<file path="config.mk">
export PLATFORM = sky130hd
export DESIGN_NAME = pwm_chain
export DESIGN_NICKNAME = d
export VERILOG_FILES = /design/src/source/pwm_pkg.sv /design/src/source/pwm_chain.sv /design/src/source/pwm_pin_deadtime.sv /design/src/source/pwm_compare.sv /design/src/source/pwm_counter.sv /design/src/source/pwm_run_control.sv /design/src/source/pwm_config_regs.sv
export SDC_FILE = /design/constraint.sdc
export NUM_CORES = 1
export LEC_CHECK = 0
export BUFFER_PORTS_ARGS = -buffer_cell sky130_fd_sc_hd__buf_2
export CORE_MARGIN = 2
export CORE_UTILIZATION = 55
export DETAILED_ROUTE_END_ITERATION = 7
export PLACE_DENSITY = 0.68
export SYNTH_ARGS = -nofsm -noshare
export SYNTH_HDL_FRONTEND = slang
export SYNTH_SLANG_ARGS = --single-unit
</file>
<file path="constraint.sdc">
create_clock -name clock -period 5.25 [get_ports clock]
set_input_delay 1.05 -clock clock [delete_from_list [all_inputs] [get_ports clock]]
set_output_delay 1.05 -clock clock [all_outputs]
set_load 0.005 [all_outputs]
</file>
<file path="src/source/pwm_pkg.sv">
// PWM chain shared vector types, state enums and configuration address map
`default_nettype none

package pwm_pkg;

    // Counter value, period and compare thresholds share one width
    typedef logic [15:0] count_t;
    typedef logic [15:0] delay_t;
    typedef logic [7:0]  deadtime_t;
    typedef logic [3:0]  reg_address_t;
    typedef logic [15:0] reg_data_t;

    typedef enum logic {
        mode_sawtooth,
        mode_triangle
    } counter_mode_t;

    typedef enum logic [1:0] {
        state_idle,
        state_delay,
        state_running
    } run_state_t;

    // Write-only register map of the configuration port
    localparam reg_address_t address_period         = 4'd0;
    localparam reg_address_t address_mode           = 4'd1;
    localparam reg_address_t address_start_delay    = 4'd2;
    localparam reg_address_t address_deadtime       = 4'd3;
    localparam reg_address_t address_enable         = 4'd4;
    // Channel i owns base+2i (on) and base+2i+1 (off)
    localparam reg_address_t address_threshold_base = 4'd8;

endpackage

`default_nettype wire
</file>
<file path="src/source/pwm_chain.sv">
// PWM chain top level joining configuration, run control, counter, compare and pin stages
`default_nettype none

module pwm_chain #(
    parameter int n_channels = 4
) (
    input  wire                     clock,
    input  wire                     reset,
    input  wire                     cfg_valid,
    input  pwm_pkg::reg_address_t   cfg_address,
    input  pwm_pkg::reg_data_t      cfg_data,
    output logic                    cfg_ready,
    input  wire                     run_request,
    input  wire                     stop_request,
    input  wire                     sync,
    input  wire                     timebase,
    output logic                    counter_status,
    output logic [n_channels-1:0]   out_a,
    output logic [n_channels-1:0]   out_b
);

    pwm_pkg::count_t        period;
    pwm_pkg::counter_mode_t counter_mode;
    pwm_pkg::delay_t        start_delay;
    pwm_pkg::deadtime_t     deadtime;
    logic [n_channels-1:0]  channel_enable;
    pwm_pkg::count_t        threshold_on [n_channels];
    pwm_pkg::count_t        threshold_off [n_channels];
    logic                   counter_enable;
    logic                   running;
    pwm_pkg::count_t        count;
    logic                   reload;
    logic [n_channels-1:0]  phase_a;

    assign counter_status = running;

    pwm_config_regs #(
        .n_channels (n_channels)
    ) config_regs (
        .clock          (clock),
        .reset          (reset),
        .cfg_valid      (cfg_valid),
        .cfg_address    (cfg_address),
        .cfg_data       (cfg_data),
        .reload         (reload),
        .running        (running),
        .cfg_ready      (cfg_ready),
        .period         (period),
        .counter_mode   (counter_mode),
        .start_delay    (start_delay),
        .deadtime       (deadtime),
        .channel_enable (channel_enable),
        .threshold_on   (threshold_on),
        .threshold_off  (threshold_off)
    );

    pwm_run_control run_control (
        .clock          (clock),
        .reset          (reset),
        .run_request    (run_request),
        .stop_request   (stop_request),
        .start_delay    (start_delay),
        .counter_enable (counter_enable),
        .running        (running)
    );

    pwm_counter counter (
        .clock          (clock),
        .reset          (reset),
        .counter_enable (counter_enable),
        .timebase       (timebase),
        .sync           (sync),
        .period         (period),
        .counter_mode   (counter_mode),
        .count          (count),
        .reload         (reload)
    );

    pwm_compare #(
        .n_channels (n_channels)
    ) compare (
        .clock         (clock),
        .reset         (reset),
        .count         (count),
        .threshold_on  (threshold_on),
        .threshold_off (threshold_off),
        .phase_a       (phase_a)
    );

    // One output pair per channel
    for (genvar i = 0; i < n_channels; i++) begin : g_pin
        pwm_pin_deadtime pin_stage (
            .clock          (clock),
            .reset          (reset),
            .phase_a        (phase_a[i]),
            .channel_enable (channel_enable[i]),
            .running        (running),
            .deadtime       (deadtime),
            .out_a          (out_a[i]),
            .out_b          (out_b[i])
        );
    end

endmodule

`default_nettype wire

</file>
<file path="src/source/pwm_pin_deadtime.sv">
// PWM pin stage driving one complementary output pair with dead-time insertion
`default_nettype none

module pwm_pin_deadtime (
    input  wire                 clock,
    input  wire                 reset,
    input  wire                 phase_a,
    input  wire                 channel_enable,
    input  wire                 running,
    input  pwm_pkg::deadtime_t  deadtime,
    output logic                out_a,
    output logic                out_b
);

    logic               phase_last;
    pwm_pkg::deadtime_t dead_count;

    always_ff @(posedge clock) begin
        if (!reset) begin
            phase_last <= 1'b0;
            dead_count <= '0;
            out_a      <= 1'b0;
            out_b      <= 1'b0;
        end else if (!channel_enable || !running) begin
            // Track the phase while off so the pair starts without a spurious gap
            phase_last <= phase_a;
            dead_count <= '0;
            out_a      <= 1'b0;
            out_b      <= 1'b0;
        end else if (phase_a != phase_last) begin
            phase_last <= phase_a;
            if (deadtime == '0) begin
                dead_count <= '0;
                out_a      <= phase_a;
                out_b      <= !phase_a;
            end else begin
                // Both switches open before the new side is allowed on
                dead_count <= deadtime;
                out_a      <= 1'b0;
                out_b      <= 1'b0;
            end
        end else if (dead_count != '0) begin
            dead_count <= dead_count - 1'b1;
            if (dead_count == 1) begin
                out_a <= phase_last;
                out_b <= !phase_last;
            end else begin
                out_a <= 1'b0;
                out_b <= 1'b0;
            end
        end else begin
            out_a <= phase_last;
            out_b <= !phase_last;
        end
    end

endmodule

`default_nettype wire

</file>
<file path="src/source/pwm_compare.sv">
// PWM compare unit deciding per channel whether the pair is in its a phase
`default_nettype none

module pwm_compare #(
    parameter int n_channels = 4
) (
    input  wire                    clock,
    input  wire                    reset,
    input  pwm_pkg::count_t        count,
    input  pwm_pkg::count_t        threshold_on [n_channels],
    input  pwm_pkg::count_t        threshold_off [n_channels],
    output logic [n_channels-1:0]  phase_a
);

    logic [n_channels-1:0] in_window;

    // Window is closed at the on threshold and open at the off threshold
    always_comb begin
        for (int i = 0; i < n_channels; i++) begin
            in_window[i] = (count >= threshold_on[i]) && (count < threshold_off[i]);
        end
    end

    always_ff @(posedge clock) begin
        if (!reset) begin
            phase_a <= '0;
        end else begin
            phase_a <= in_window;
        end
    end

endmodule

`default_nettype wire

</file>
<file path="src/source/pwm_counter.sv">
// PWM period counter with sawtooth and triangle modes, sync clear and reload pulse
`default_nettype none

module pwm_counter (
    input  wire                     clock,
    input  wire                     reset,
    input  wire                     counter_enable,
    input  wire                     timebase,
    input  wire                     sync,
    input  pwm_pkg::count_t         period,
    input  pwm_pkg::counter_mode_t  counter_mode,
    output pwm_pkg::count_t         count,
    output logic                    reload
);

    logic counting_down;
    logic step;

    assign step = counter_enable && timebase;

    always_ff @(posedge clock) begin
        if (!reset) begin
            count         <= '0;
            counting_down <= 1'b0;
            reload        <= 1'b0;
        end else begin
            reload <= 1'b0;
            if (sync || period == '0) begin
                count         <= '0;
                counting_down <= 1'b0;
            end else if (step) begin
                if (counter_mode == pwm_pkg::mode_sawtooth) begin
                    counting_down <= 1'b0;
                    if (count >= period) begin
                        count  <= '0;
                        reload <= 1'b1;
                    end else begin
                        count <= count + 1'b1;
                    end
                end else if (counting_down || count >= period) begin
                    // Triangle top turns around, bottom flags the period boundary
                    count <= count - 1'b1;
                    if (count <= 1) begin
                        count         <= '0;
                        counting_down <= 1'b0;
                        reload        <= 1'b1;
                    end else begin
                        counting_down <= 1'b1;
                    end
                end else begin
                    count <= count + 1'b1;
                end
            end
        end
    end

endmodule

`default_nettype wire

</file>
<file path="src/source/pwm_run_control.sv">
// PWM run controller applying the start delay and stop request to the counter
`default_nettype none

module pwm_run_control (
    input  wire              clock,
    input  wire              reset,
    input  wire              run_request,
    input  wire              stop_request,
    input  pwm_pkg::delay_t  start_delay,
    output logic             counter_enable,
    output logic             running
);

    pwm_pkg::run_state_t state;
    pwm_pkg::delay_t     delay_count;

    always_ff @(posedge clock) begin
        if (!reset) begin
            state       <= pwm_pkg::state_idle;
            delay_count <= '0;
        end else begin
            case (state)
                pwm_pkg::state_idle: begin
                    if (run_request && !stop_request) begin
                        state       <= pwm_pkg::state_delay;
                        delay_count <= start_delay;
                    end
                end
                pwm_pkg::state_delay: begin
                    // Stop always wins, even in the middle of the delay
                    if (stop_request || !run_request) begin
                        state <= pwm_pkg::state_idle;
                    end else if (delay_count == '0) begin
                        state <= pwm_pkg::state_running;
                    end else begin
                        delay_count <= delay_count - 1'b1;
                    end
                end
                pwm_pkg::state_running: begin
                    if (stop_request || !run_request) begin
                        state <= pwm_pkg::state_idle;
                    end
                end
                default: begin
                    state <= pwm_pkg::state_idle;
                end
            endcase
        end
    end

    // The counter only moves in the running state
    assign running = (state == pwm_pkg::state_running);
    assign counter_enable = (state == pwm_pkg::state_running);

endmodule

`default_nettype wire

</file>
<file path="src/source/pwm_config_regs.sv">
// PWM configuration write port with setting registers and double-buffered thresholds
`default_nettype none

module pwm_config_regs #(
    parameter int n_channels = 4
) (
    input  wire                         clock,
    input  wire                         reset,
    input  wire                         cfg_valid,
    input  pwm_pkg::reg_address_t       cfg_address,
    input  pwm_pkg::reg_data_t          cfg_data,
    input  wire                         reload,
    input  wire                         running,
    output logic                        cfg_ready,
    output pwm_pkg::count_t             period,
    output pwm_pkg::counter_mode_t      counter_mode,
    output pwm_pkg::delay_t             start_delay,
    output pwm_pkg::deadtime_t          deadtime,
    output logic [n_channels-1:0]       channel_enable,
    output pwm_pkg::count_t             threshold_on [n_channels],
    output pwm_pkg::count_t             threshold_off [n_channels]
);

    logic write;

    // Shadow bank, written by the port and copied at the period boundary
    pwm_pkg::count_t shadow_on [n_channels];
    pwm_pkg::count_t shadow_off [n_channels];

    // The copy cycle is the only time a write is held off
    assign cfg_ready = !reload;
    assign write = cfg_valid && cfg_ready;

    always_ff @(posedge clock) begin
        if (!reset) begin
            period         <= '0;
            counter_mode   <= pwm_pkg::mode_sawtooth;
            start_delay    <= '0;
            deadtime       <= '0;
            channel_enable <= '0;
        end else if (write) begin
            case (cfg_address)
                pwm_pkg::address_period:      period <= pwm_pkg::count_t'(cfg_data);
                pwm_pkg::address_mode:        counter_mode <= pwm_pkg::counter_mode_t'(cfg_data[0]);
                pwm_pkg::address_start_delay: start_delay <= pwm_pkg::delay_t'(cfg_data);
                pwm_pkg::address_deadtime:    deadtime <= pwm_pkg::deadtime_t'(cfg_data[7:0]);
                pwm_pkg::address_enable:      channel_enable <= cfg_data[n_channels-1:0];
                // Threshold addresses are decoded per channel below, the rest are dropped
                default: ;
            endcase
        end
    end

    for (genvar i = 0; i < n_channels; i++) begin : g_threshold
        localparam pwm_pkg::reg_address_t on_address =
            pwm_pkg::reg_address_t'(pwm_pkg::address_threshold_base + 2 * i);
        localparam pwm_pkg::reg_address_t off_address =
            pwm_pkg::reg_address_t'(pwm_pkg::address_threshold_base + 2 * i + 1);

        always_ff @(posedge clock) begin
            if (!reset) begin
                shadow_on[i]     <= '0;
                shadow_off[i]    <= '0;
                threshold_on[i]  <= '0;
                threshold_off[i] <= '0;
            end else begin
                if (write && cfg_address == on_address) begin
                    shadow_on[i] <= pwm_pkg::count_t'(cfg_data);
                end
                if (write && cfg_address == off_address) begin
                    shadow_off[i] <= pwm_pkg::count_t'(cfg_data);
                end
                // While stopped the active bank tracks the shadow bank continuously
                if (reload || !running) begin
                    threshold_on[i]  <= shadow_on[i];
                    threshold_off[i] <= shadow_off[i];
                end
            end
        end
    end

endmodule

`default_nettype wire

</file>
# Word-level counts from Yosys, hierarchy flattened
# Memory sizes are Yosys's and may differ from the RTL's. A register that Yosys moved wholly into a read port is not among the register bits.
# Cells that the tools add are included.
[op_classes] n_addsub=7 magnitude_cmp=10 eq_ne=28 n_mux=102 bitwise=10 reduce_logical=79
[ops] operator="$mux W16" count=15
[ops] operator="$ge A16 B16 Y1" count=5
[ops] operator="$mux W1" count=72
[ops] operator="$mux W8" count=9
[ops] operator="$lt A16 B16 Y1" count=4
[ops] operator="$eq A4 B4 Y1 const B" count=8
[ops] operator="$eq A8 B1 Y1 const B" count=4
[ops] operator="$logic_not A16 Y1" count=2
[ops] operator="$pmux W16 S2" count=1
[ops] operator="$reduce_bool A8 Y1" count=4
[ops] operator="$sub A16 B1 Y16 const B" count=2
[ops] operator="$sub A8 B1 Y8 const B" count=4
[ops] operator="$logic_not A1 Y1" count=24
[ops] operator="$reduce_bool A2 Y1" count=9
[ops] operator="$add A16 B1 Y16 const B" count=1
[ops] operator="$le A16 B1 Y1 const B" count=1
[ops] operator="$logic_and A1 B1 Y1" count=15
[ops] operator="$reduce_and A2 Y1" count=6
[ops] operator="$reduce_or A2 Y1" count=5
[ops] operator="$eq A4 B2 Y1 const B" count=2
[ops] operator="$logic_not A8 Y1" count=1
[ops] operator="$logic_or A1 B1 Y1" count=8
[ops] operator="$mux W2" count=4
[ops] operator="$or A1 B1 Y1" count=8
[ops] operator="15 further kinds" count=22
[totals] reg_bits=129 ram_bits=128 inputBits=27 output_inout_bits=10 word_cells=265 n_memories=2
[mem_list] name="config_regs.shadow_off" words=4 word_bits=16 read_ports=4 rd_clocked_by_memory_dff=4 wr=4 line="pwm_config_regs.sv:28" text="pwm_pkg::count_t shadow_off [n_channels];"
[mem_list] name="config_regs.shadow_on" words=4 word_bits=16 read_ports=4 rd_clocked_by_memory_dff=4 wr=4 line="pwm_config_regs.sv:27" text="pwm_pkg::count_t shadow_on [n_channels];"

# Logic depth before layout (Yosys ltp)
[depth] word_depth=7 mapped_depth=11 ltp_nobuf=8

# Hierarchy
# Synthesis repeated with hierarchy kept, for this count alone.
[unflattened] hier_cells=2163 hier_area_um2=19807.7
[by_module_without_submodules] mod="pwm_config_regs" n_inst=1 cells_per_inst=1053 area_each_um2=11085.6 seq_area_each_um2=7307.0
[by_module_without_submodules] mod="pwm_compare" n_inst=1 cells_per_inst=430 area_each_um2=3165.5 seq_area_each_um2=80.1
[by_module_without_submodules] mod="pwm_pin_deadtime" n_inst=4 cells_per_inst=66 area_each_um2=613.1 seq_area_each_um2=220.2
[by_module_without_submodules] mod="pwm_counter" n_inst=1 cells_per_inst=265 area_each_um2=1891.8 seq_area_each_um2=360.3
[by_module_without_submodules] mod="pwm_run_control" n_inst=1 cells_per_inst=151 area_each_um2=1212.4 seq_area_each_um2=360.3

# Worst setup path before layout
# Ideal clock, no wire load.
[synth_path] path_type="input-to-reg" startpoint="input port cfg_address[1]" endpoint="memory config_regs.shadow_on[0][0] in the netlist's numbering (enable)" setup_time_ns=0.411 t_arrival_ns=2.679 t_required_ns=4.839 slack_ns=2.160 path_stages=3 path_buffers=1 path_cell_list="or2_2 -> clkbuf_1 -> o21ai_0"
[synth_lines] element="from (decl)" line="pwm_chain.sv:10" text="input pwm_pkg::reg_address_t cfg_address,"
[synth_lines] element="to (decl)" line="pwm_config_regs.sv:27"

# Final worst setup path
[layout_path] startpoint="register counter.count[0]" endpoint="register counter.count[2]"
[layout_between] elab_chain_len=4 word_cells_on_any_way=9 cone_classes="add/sub (2); order compare (2); mux (4); reduce/logical (1)"
[layout_lines] element="from (decl)" line="pwm_counter.sv:12" text="output pwm_pkg::count_t count,"
[layout_lines] element="from (signal assigned)" line="pwm_counter.sv:38" text="count <= count + 1'b1;"
[layout_lines] element="from (signal assigned)" line="pwm_counter.sv:42" text="count <= count - 1'b1;"
[layout_lines] element="from (signal assigned)" line="pwm_counter.sv:51" text="count <= count + 1'b1;"
[layout_lines] element="$sub A16 B1 Y16 (tied with other cells)" line="pwm_counter.sv:42"
[layout_lines] element="$mux W16 or $logic_or A1 B1 Y1 (tied branches)" line="pwm_counter.sv:43, pwm_counter.sv:40"
[layout_lines] element="$mux W16" line="pwm_counter.sv:40" text="end else if (counting_down || count >= period) begin"
[layout_lines] element="$mux W16 *" line="pwm_counter.sv:32" text="if (counter_mode == pwm_pkg::mode_sawtooth) begin"
# Every way passes the cells marked *; elsewhere a longest branch is shown, timed or not.
# A chain may end at the register's enable or synchronous reset.

==> reports/qor.txt <==
Worst Path Buf+Inv: 1
drt wl/cell: 19.4 µm
HPWL after detailed placement: 32.4 mm
drt drc: 0
Initial DRC Count: 1186
area leader, netlist: dfxtp_1
post-CTS sizing: 0
clock skew: 0.0180 ns
setup_tns: 0 ns
routed via count: 15013
Logic pwr share: 5.8%
vias per cell: 5.70
pwr/cell area: 305 mW/mm²
clock share of power: 45.3%
Worst Path Max Fanout: 19
Layout fillers: 3052
core area: 0.0354 mm²
IO Port Bufs: 36
Seq. cell area: 0.00899 mm²
top-count cell post-synth: nand2_1
critical path class: reg -> reg
Yosys warning count: 0
Post-synth top flop: dfxtp_1
postcts setup bufs: 0
CTS tree: built
Worst Path Arrival: 3.71 ns
Post-synth top cells: nand2_1 (396), dfxtp_1 (257), a21boi_0 (161)
sequential element share of the synthesized area: 45.8%
post-route ant nets: 0
area delta synth->final: 9.89%
main area contributors after synthesis: dfxtp_1 (26%), edfxtp_1 (20%), ha_1 (9.9%)
multi-input logic area: 0.00959 mm²
clk sinks: 385
pin count of the biggest net entering global routing: 199
Tightest Pin Transition: 1.11 ns
RSZ-0062 raised after global routing: false
CTS root buf: clkbuf_16
DIE WIDTH: 193 µm
synthesis-stage register bit count: 385
Post-Syn Nets: 2326
f_max: 309 MHz
GRT Total Usage: 28.0%
wirelength, routed: 51.2 mm
Cell Int Power: 5.04 mW
fin crit share: 61.7%
ys async rst share: 0%
initial core utilization: 55.5%
CP max stage delay: 0.73 ns
Final Max Tran Viols: 0
post-synthesis cell type count: 72
cts hold-fix bufs: 0
Ports: 37
Initial DRT Pass Iterations: 5
Synth top area share: 26.2%
endpoints failing hold: 0
mapped cell area: 0.0196 mm²
syn_area_per_cell: 9.16 µm²
Clock Path Buffers: 3
proportion of layout cells with a drive suffix above 1: 7.27%
clock latency on the worst-skew pair: 0.56 ns
Post-layout nets: 2320
sequential share of power: 48.9%
required time worst endpoint: 5.72 ns
die area: 0.0372 mm²
Psw: 1.55 mW
critical path's top delay family: simple AND/OR/NAND/NOR gates
Peak supply drop: 0.300 mV
CTS clk-pin slew, worst paths: 0.06 ns
Num CTS Buffers: 43
Site Rows: 69
max-cap violations: 0
Cells after Synth: 2143
gp weighted congestion: 0.873
Worst Setup Start Kind: register
GR Overflow Total: 0
vias in the first global route: 14125
Cell Chain, Critical Path: inv_1 > ha_1 > nand2b_1 > a2111oi_2 > o31ai_2 > or3_1 > or3_1 > o221ai_1
Net Sw Frac: 23.5%
CP Capture Type: register
H-tree Lvls: 2
min cycle time layout: 3.24 ns
Worst path slowest cell: or3_1
CP most frequent cell: or3_1
Die H: 193 µm
Hold WC Path Type: reg -> reg
Pleak: 8.95 nW
first-pass GRT wire length: 78.8 mm
status: finished, final reports clean
post-route total power: 6.58 mW
initial antenna violation count: 6
Rel. slew slack: 26.3%
number of enable flip-flop cells after synthesis: 128
Setup Viol. Count Final: 0
[registers in the layout, indices dropped and copies added (netlist names)]
| register | count |
|---|---|
| counter.reload | 1 |
| run_control.state | 2 |
| g_pin.pin_stage.out_a | 4 |
| config_regs.start_delay | 16 |
| config_regs.counter_mode | 1 |
| g_pin.pin_stage.phase_last | 4 |
| run_control.delay_count | 16 |
| config_regs.period | 16 |
| counter.count | 16 |
| config_regs.threshold_on | 64 |
| config_regs.shadow_off | 64 |
| compare.phase_a | 4 |
| g_pin.pin_stage.dead_count | 32 |
| counter.counting_down | 1 |
| config_regs.shadow_on | 64 |
| config_regs.threshold_off | 64 |
| g_pin.pin_stage.out_b | 4 |
| config_regs.deadtime | 8 |
| config_regs.channel_enable | 4 |
[worst register-to-register path: stages (launching register included)]
cell and delay, ns:
dfxtp_1 0.53, inv_1 0.27, ha_1 0.33, nand2b_1 0.16, a2111oi_2 0.40, o31ai_2 0.18
or3_1 0.73, or3_1 0.49, o221ai_1 0.07
[final cells by class]
cell class / count / share of cell area, %
Multi-Input combinational cell: 1486 / 44.5
Sequential cell: 385 / 41.7
Clock buffer: 52 / 5.38
Inverter: 158 / 2.75
Tap cell: 461 / 2.67
Timing Repair Buffer: 63 / 1.90
Clock inverter: 28 / 1.15
Antenna cell: 3 / 0.0348
[final timing paths]
path                                             startpoint                                        end  slack (ns)  cells past startpoint
setup / recovery              counter.count[0]$_SDFFE_PP0P_              counter.count[2]$_SDFFE_PP0P_        2.01                      8
hold / removal    config_regs.threshold_on[14]$_SDFFE_PN0P_  config_regs.threshold_on[14]$_SDFFE_PN0P_        0.46                      2
setup reg to reg              counter.count[0]$_SDFFE_PP0P_              counter.count[2]$_SDFFE_PP0P_        2.01                      8
hold reg to reg   config_regs.threshold_on[14]$_SDFFE_PN0P_  config_regs.threshold_on[14]$_SDFFE_PN0P_        0.46                      2
[power groups by stage]
stage               combinational (mW)  clock, mW  sequential (mW)
finish                           0.379       2.99             3.22
global route                     0.421       3.15             3.23
CTS                              0.378       3.03             3.22
detailed placement               0.375          0             3.28
global placement                 0.365          0             3.28
floorplan                        0.242          0             3.27
[kinds of logic (layout without fill, tap and decap cells)]
logic type               Yosys count  count (layout)  synth area share (%)
AO/OA/AOI/OAI                    426             426                  15.2
XOR/XNOR                          45              45                  2.01
adder cells (fa/ha/maj)          156             156                  9.94
buffers and inverters            272             301                  5.45
flip-flops                       385             385                  45.8
multiplexers                      22              22                  1.13
other                              0               3                     0
AND/OR/NAND/NOR                  837             837                  20.5
[placed cells by master, fill, tap and decap left out, types with 8 or more instances in the layout]
| cell type | instances |
|---|---|
| nand2_1 | 395 |
| dfxtp_1 | 257 |
| a21boi_0 | 161 |
| inv_1 | 157 |
| ha_1 | 156 |
| and2_1 | 140 |
| edfxtp_1 | 128 |
| nor2_1 | 101 |
| a21oi_1 | 80 |
| o21ai_0 | 50 |
| clkbuf_16 | 44 |
| nor3_1 | 43 |
| a21o_1 | 37 |
| buf_2 | 35 |
| nand3_1 | 30 |
| nand4_1 | 26 |
| xnor2_1 | 26 |
| buf_4 | 26 |
| nor2b_1 | 24 |
| mux2i_1 | 21 |
| xor2_1 | 19 |
| nand2b_1 | 17 |
| nor4_1 | 16 |
| a211oi_1 | 15 |
| clkinv_2 | 14 |
| and4_1 | 12 |
| o21ai_1 | 8 |
[per-layer routing]
| metal | share of wire [%] | track usage (%) | vias up | routed length [µm] |
|---|---|---|---|---|
| met4 | 3.1 | 9.47 | 0 | 1600 |
| met2 | 45 | 44.4 | 465 | 23000 |
| met1 | 44 | 38.4 | 7143 | 22600 |
| li1 | - | - | 7309 | - |
| met5 | 0 | 0 | - | 0 |
| met3 | 7.7 | 5.34 | 96 | 3920 |
[stage by stage]
step	utilization [%]	cells	setup WS (ns)	area (µm²)	hold slack, ns
detailed placement	57.0	2553	2.07	20200	0.454
finish	61.0	2636	2.01	21600	0.461
floorplan	-	2143	2.16	19600	0.441
global placement	57.0	2553	2.12	20200	0.450
CTS	60.9	2633	2.04	21600	0.462
global route	60.9	2633	1.77	21600	0.478
No activity file was read; power rests on OpenSTA's default activity.
